<file path="src/logic/prf_defs.svh">
// PRF configuration constants
// Widths and port counts for the register file and its users
`ifndef PRF_DEFS_SVH
`define PRF_DEFS_SVH

// Register value width
`define NCPU_DW 64

// Physical register address width, 64 registers
`define NCPU_PRF_AW 6

// Log2 of issue lanes
`define NCPU_P_ISSUE_WIDTH 1

// Log2 of commit lanes
`define NCPU_P_COMMIT_WIDTH 1

// Two source operands per issue lane
`define NCPU_NUM_RD ((1 << `NCPU_P_ISSUE_WIDTH) * 2)

// One write lane per commit lane
`define NCPU_NUM_WR (1 << `NCPU_P_COMMIT_WIDTH)

`endif

</file>
<file path="src/logic/prf_types_pkg.sv">
// PRF data and address types
// Single-entry and flattened per-lane vectors
`default_nettype none
`include "prf_defs.svh"

package prf_types_pkg;

   // One physical register
   typedef logic [`NCPU_PRF_AW-1:0] preg_addr_t;
   typedef logic [`NCPU_DW-1:0]     preg_data_t;

   // All read ports, lane 0 in the low bits
   typedef logic [`NCPU_NUM_RD*`NCPU_PRF_AW-1:0] rd_addr_vec_t;
   typedef logic [`NCPU_NUM_RD*`NCPU_DW-1:0]     rd_data_vec_t;

   // All write lanes, same packing
   typedef logic [`NCPU_NUM_WR*`NCPU_PRF_AW-1:0] wb_addr_vec_t;
   typedef logic [`NCPU_NUM_WR*`NCPU_DW-1:0]     wb_data_vec_t;

endpackage

`default_nettype wire

</file>
<file path="src/logic/prf_lane_pkg.sv">
// PRF lane mask types
// One bit per read port or per write lane
`default_nettype none
`include "prf_defs.svh"

package prf_lane_pkg;

   // Read enables, one per operand port
   typedef logic [`NCPU_NUM_RD-1:0] rd_mask_t;

   // Write enables and WB ready levels
   typedef logic [`NCPU_NUM_WR-1:0] wb_mask_t;

   // Lane 0 is the one shared with LSU/EPU
   localparam int unsigned SHARED_LANE = 0;

   // Number of lanes that carry no back-pressure
   localparam int unsigned FREE_LANES = `NCPU_NUM_WR - 1;

endpackage

`default_nettype wire

</file>
<file path="src/logic/prf_wb_arbiter.sv">
// Lane-0 write arbiter between WB and LSU/EPU
// LSU/EPU has fixed priority, WB lane 0 sees ready drop while it writes
`default_nettype none
`include "prf_defs.svh"

module prf_wb_arbiter
(
   // From WB
   input  wire  prf_lane_pkg::wb_mask_t      prf_we,
   input  wire  prf_types_pkg::wb_addr_vec_t prf_waddr,
   input  wire  prf_types_pkg::wb_data_vec_t prf_wdata,

   // From LSU/EPU
   input  wire                               prf_we_lsu_epu,
   input  wire  prf_types_pkg::preg_addr_t   prf_waddr_lsu_epu,
   input  wire  prf_types_pkg::preg_data_t   prf_wdata_lsu_epu,

   // To array
   output prf_lane_pkg::wb_mask_t            arr_we,
   output prf_types_pkg::wb_addr_vec_t       arr_waddr,
   output prf_types_pkg::wb_data_vec_t       arr_wdata,

   // To WB
   output prf_lane_pkg::wb_mask_t            wb_ready
);
   import prf_types_pkg::*;
   import prf_lane_pkg::*;

   localparam int unsigned AW = `NCPU_PRF_AW;
   localparam int unsigned DW = `NCPU_DW;
   localparam int unsigned L0 = SHARED_LANE;

   // WB lane 0 fields
   preg_addr_t wb0_waddr;
   preg_data_t wb0_wdata;

   assign wb0_waddr = prf_waddr[L0*AW +: AW];
   assign wb0_wdata = prf_wdata[L0*DW +: DW];

   // Lane 0, LSU/EPU wins and WB is told to hold
   assign wb_ready[L0]             = ~prf_we_lsu_epu;
   assign arr_we[L0]               = prf_we_lsu_epu | prf_we[L0];
   assign arr_waddr[L0*AW +: AW]   = prf_we_lsu_epu ? prf_waddr_lsu_epu : wb0_waddr;
   assign arr_wdata[L0*DW +: DW]   = prf_we_lsu_epu ? prf_wdata_lsu_epu : wb0_wdata;

   // Higher lanes pass through, never stalled
   for (genvar i = 1; i <= FREE_LANES; i++)
   begin : g_lane
      assign wb_ready[i]          = 1'b1;
      assign arr_we[i]            = prf_we[i];
      assign arr_waddr[i*AW +: AW] = prf_waddr[i*AW +: AW];
      assign arr_wdata[i*DW +: DW] = prf_wdata[i*DW +: DW];
   end

   // LSU/EPU write owns lane 0 and WB lane 0 is held off
   always_comb
   begin
      a_lsu_owns_lane0: assert final (!prf_we_lsu_epu ||
         (!wb_ready[L0] && arr_we[L0] && (arr_waddr[L0*AW +: AW] == prf_waddr_lsu_epu)))
         else $error("LSU/EPU write lost lane 0");
   end

endmodule

`default_nettype wire

</file>
<file path="config.mk">
export PLATFORM = sky130hd
export DESIGN_NAME = prf_wb_arbiter
export DESIGN_NICKNAME = d
export VERILOG_FILES = /design/src/logic/prf_types_pkg.sv /design/src/logic/prf_lane_pkg.sv /design/src/logic/prf_wb_arbiter.sv
export VERILOG_INCLUDE_DIRS = /design/src /design/src/logic
export SDC_FILE = /design/constraint.sdc
export NUM_CORES = 1
export LEC_CHECK = 0
export BUFFER_PORTS_ARGS = -buffer_cell sky130_fd_sc_hd__buf_4
export CAP_MARGIN = 20
export CORE_AREA = 3 3 139 141
export DETAILED_ROUTE_END_ITERATION = 10
export DIE_AREA = 0 0 142 144
export PLACE_DENSITY = 0.41
export SETUP_SLACK_MARGIN = 0.1
export SYNTH_ARGS = -nofsm -noshare
export SYNTH_HDL_FRONTEND = slang
export SYNTH_SLANG_ARGS = --single-unit
</file>
<file path="constraint.sdc">
create_clock -name vclk -period 2.49
set_clock_uncertainty 0.1 [all_clocks]
set_input_delay 0.498 -clock vclk [all_inputs]
set_output_delay 0.498 -clock vclk [all_outputs]
set_load 0.005 [all_outputs]
</file>
==> flow_summary.json <==
{
  "status": "completed",
  "min_period_ps": 1980,
  "grt_overflow": 0,
  "setup_total_negative_slack_ps": 0,
  "antenna_found_initial": 0,
  "numPlacedInstances": 518,
  "grt_max_degree": 38,
  "die_y_um": 144,
  "synth_nets": 366,
  "min_path_type": "in2out",
  "path_cells": "buf_4, buf_12, mux2_2, buf_4",
  "final_area_mm2": 0.00299,
  "syn_inst": 153,
  "synth_area_mm2": 0.00175,
  "grt_use_met3": 0.0152,
  "hpwl_um": 6060,
  "drc": 0,
  "grtUsageTotal": 0.0543,
  "nClkBuffers": 0,
  "rsz0062_at_grt": "false",
  "postCtsSetupRepairBufs": 0,
  "instances_no_fill": 518,
  "setup_viol": 0,
  "crit_required_ps": 1890,
  "hold_viol": 0,
  "p_per_area_mw_per_mm2": 174,
  "routed_via_density": 3.07,
  "whs_ps": 896,
  "grt_pass1_wl_um": 9030,
  "die_area_mm2": 0.0204,
  "grt_busiest_layer": "met2",
  "vdd_drop_max_mv": 0.103,
  "worst_setup_path_start_kind": "input pin",
  "io_buffers": 214,
  "gr-usage-met1": 0.0502,
  "place_congestion": 0.750,
  "max_stage_delay_ps": 370,
  "dr.pass1.iters": 4,
  "fmax_mhz": 504,
  "ys_warn_count": 0,
  "crit_path_end_kind": "output pin",
  "met2_usage": 0.110,
  "nNetsFinal": 504,
  "seq_area_um2": 0,
  "finalWirelength_um": 6610,
  "grt_pass1_vias": 1763,
  "seq_cells": 0,
  "slew_violations": 0,
  "cp_common_cell": "buf_4",
  "fillerInstances": 2014,
  "drv_cap": 0,
  "n_antenna_cell": 0,
  "routedWlPerCell_um": 12.8,
  "cts_resized": 0,
  "ys_types": 8,
  "multi_input_area_mm2": 0.00105,
  "post-route-period-util": 0.797,
  "total_power_uw": 521,
  "syn_area_per_cell_um2": 11.4,
  "worstPathMaxFanout": 35,
  "crit_type": "in2out",
  "syn2layout_area_growth_pct": 71.0,
  "vias": 1589,
  "fp.dieW_um": 142,
  "cts_hold_buffers": 0,
  "p_leak_uw": 0.00162,
  "drive_gt1_frac": 0.993,
  "cp_data_arrival_time_ps": 1390,
  "core_mm2": 0.0181,
  "rows": 49,
  "synth-seq-area-share": 0,
  "first_iter_violations": 19,
  "ios": 357,
  "start_util": 0.0967,
  "crit_slowest_cell": "mux2_2",
  "placed_area_mm2": 0.00299,
  "antenna_left": 0
}
## layer usage
layer  vias up  part of all wire  routed length [um]
li1        718                 -                   -
met1       694              0.28                1880
met2       145              0.57                3750
met3        32              0.11                 711
met4         0             0.041                 270
met5         -                 0                   0
## report_power, final
| part | internal, uW | leakage (uW) | switching (uW) |
|---|---|---|---|
| clock network | 0 | 0 | 0 |
| registers | 0 | 0 | 0 |
| logic | 380 | 0.00162 | 141 |
| total | 380 | 0.00162 | 141 |
## final timing paths
kind,start,endpoint,slack (ps),cells after the start
setup / recovery,prf_we_lsu_epu,arr_wdata[61],510,4
hold / removal,prf_waddr[8],arr_waddr[8],900,0
## final cells by class
class                           count  share of cell area
Inverter                            1             0.00126
Multi-Input combinational cell     72               0.352
Tap cell                          229              0.0958
Timing Repair Buffer              216               0.551
## cells in the final DEF, fill, tap and decap left out
cell type    n
buf_4      214
mux2_2       2
or2_2        1
buf_12       2
inv_1        1
mux2_4      68
conb_1       1
## worst max-delay path: cells and delay by family
kind | cells | cell delay [ps]
buf+inv | 3 | 510
mux | 1 | 370
## Yosys cell counts
master	n	area share
conb_1	1	0.0021
buf_12	7	0.080
buf_6	1	0.0064
or2_2	1	0.0036
inv_1	1	0.0021
mux2_2	2	0.013
mux2_4	68	0.58
buf_4	72	0.31
## cells by family after synthesis
kind of cell,Yosys count,synth area share
other,1,0.00214
AND/OR/NAND/NOR,1,0.00358
multiplexers,70,0.597
buffers and inverters,81,0.398
## through the flow
stage / utilization / setup WS (ps)
floorplan: - / 771
global placement: 0.165 / 503
detailed placement: 0.165 / 493
CTS: 0.165 / 491
global route: 0.165 / 464
finish: 0.165 / 505
Note: power is estimated with default switching activity, not from simulation.
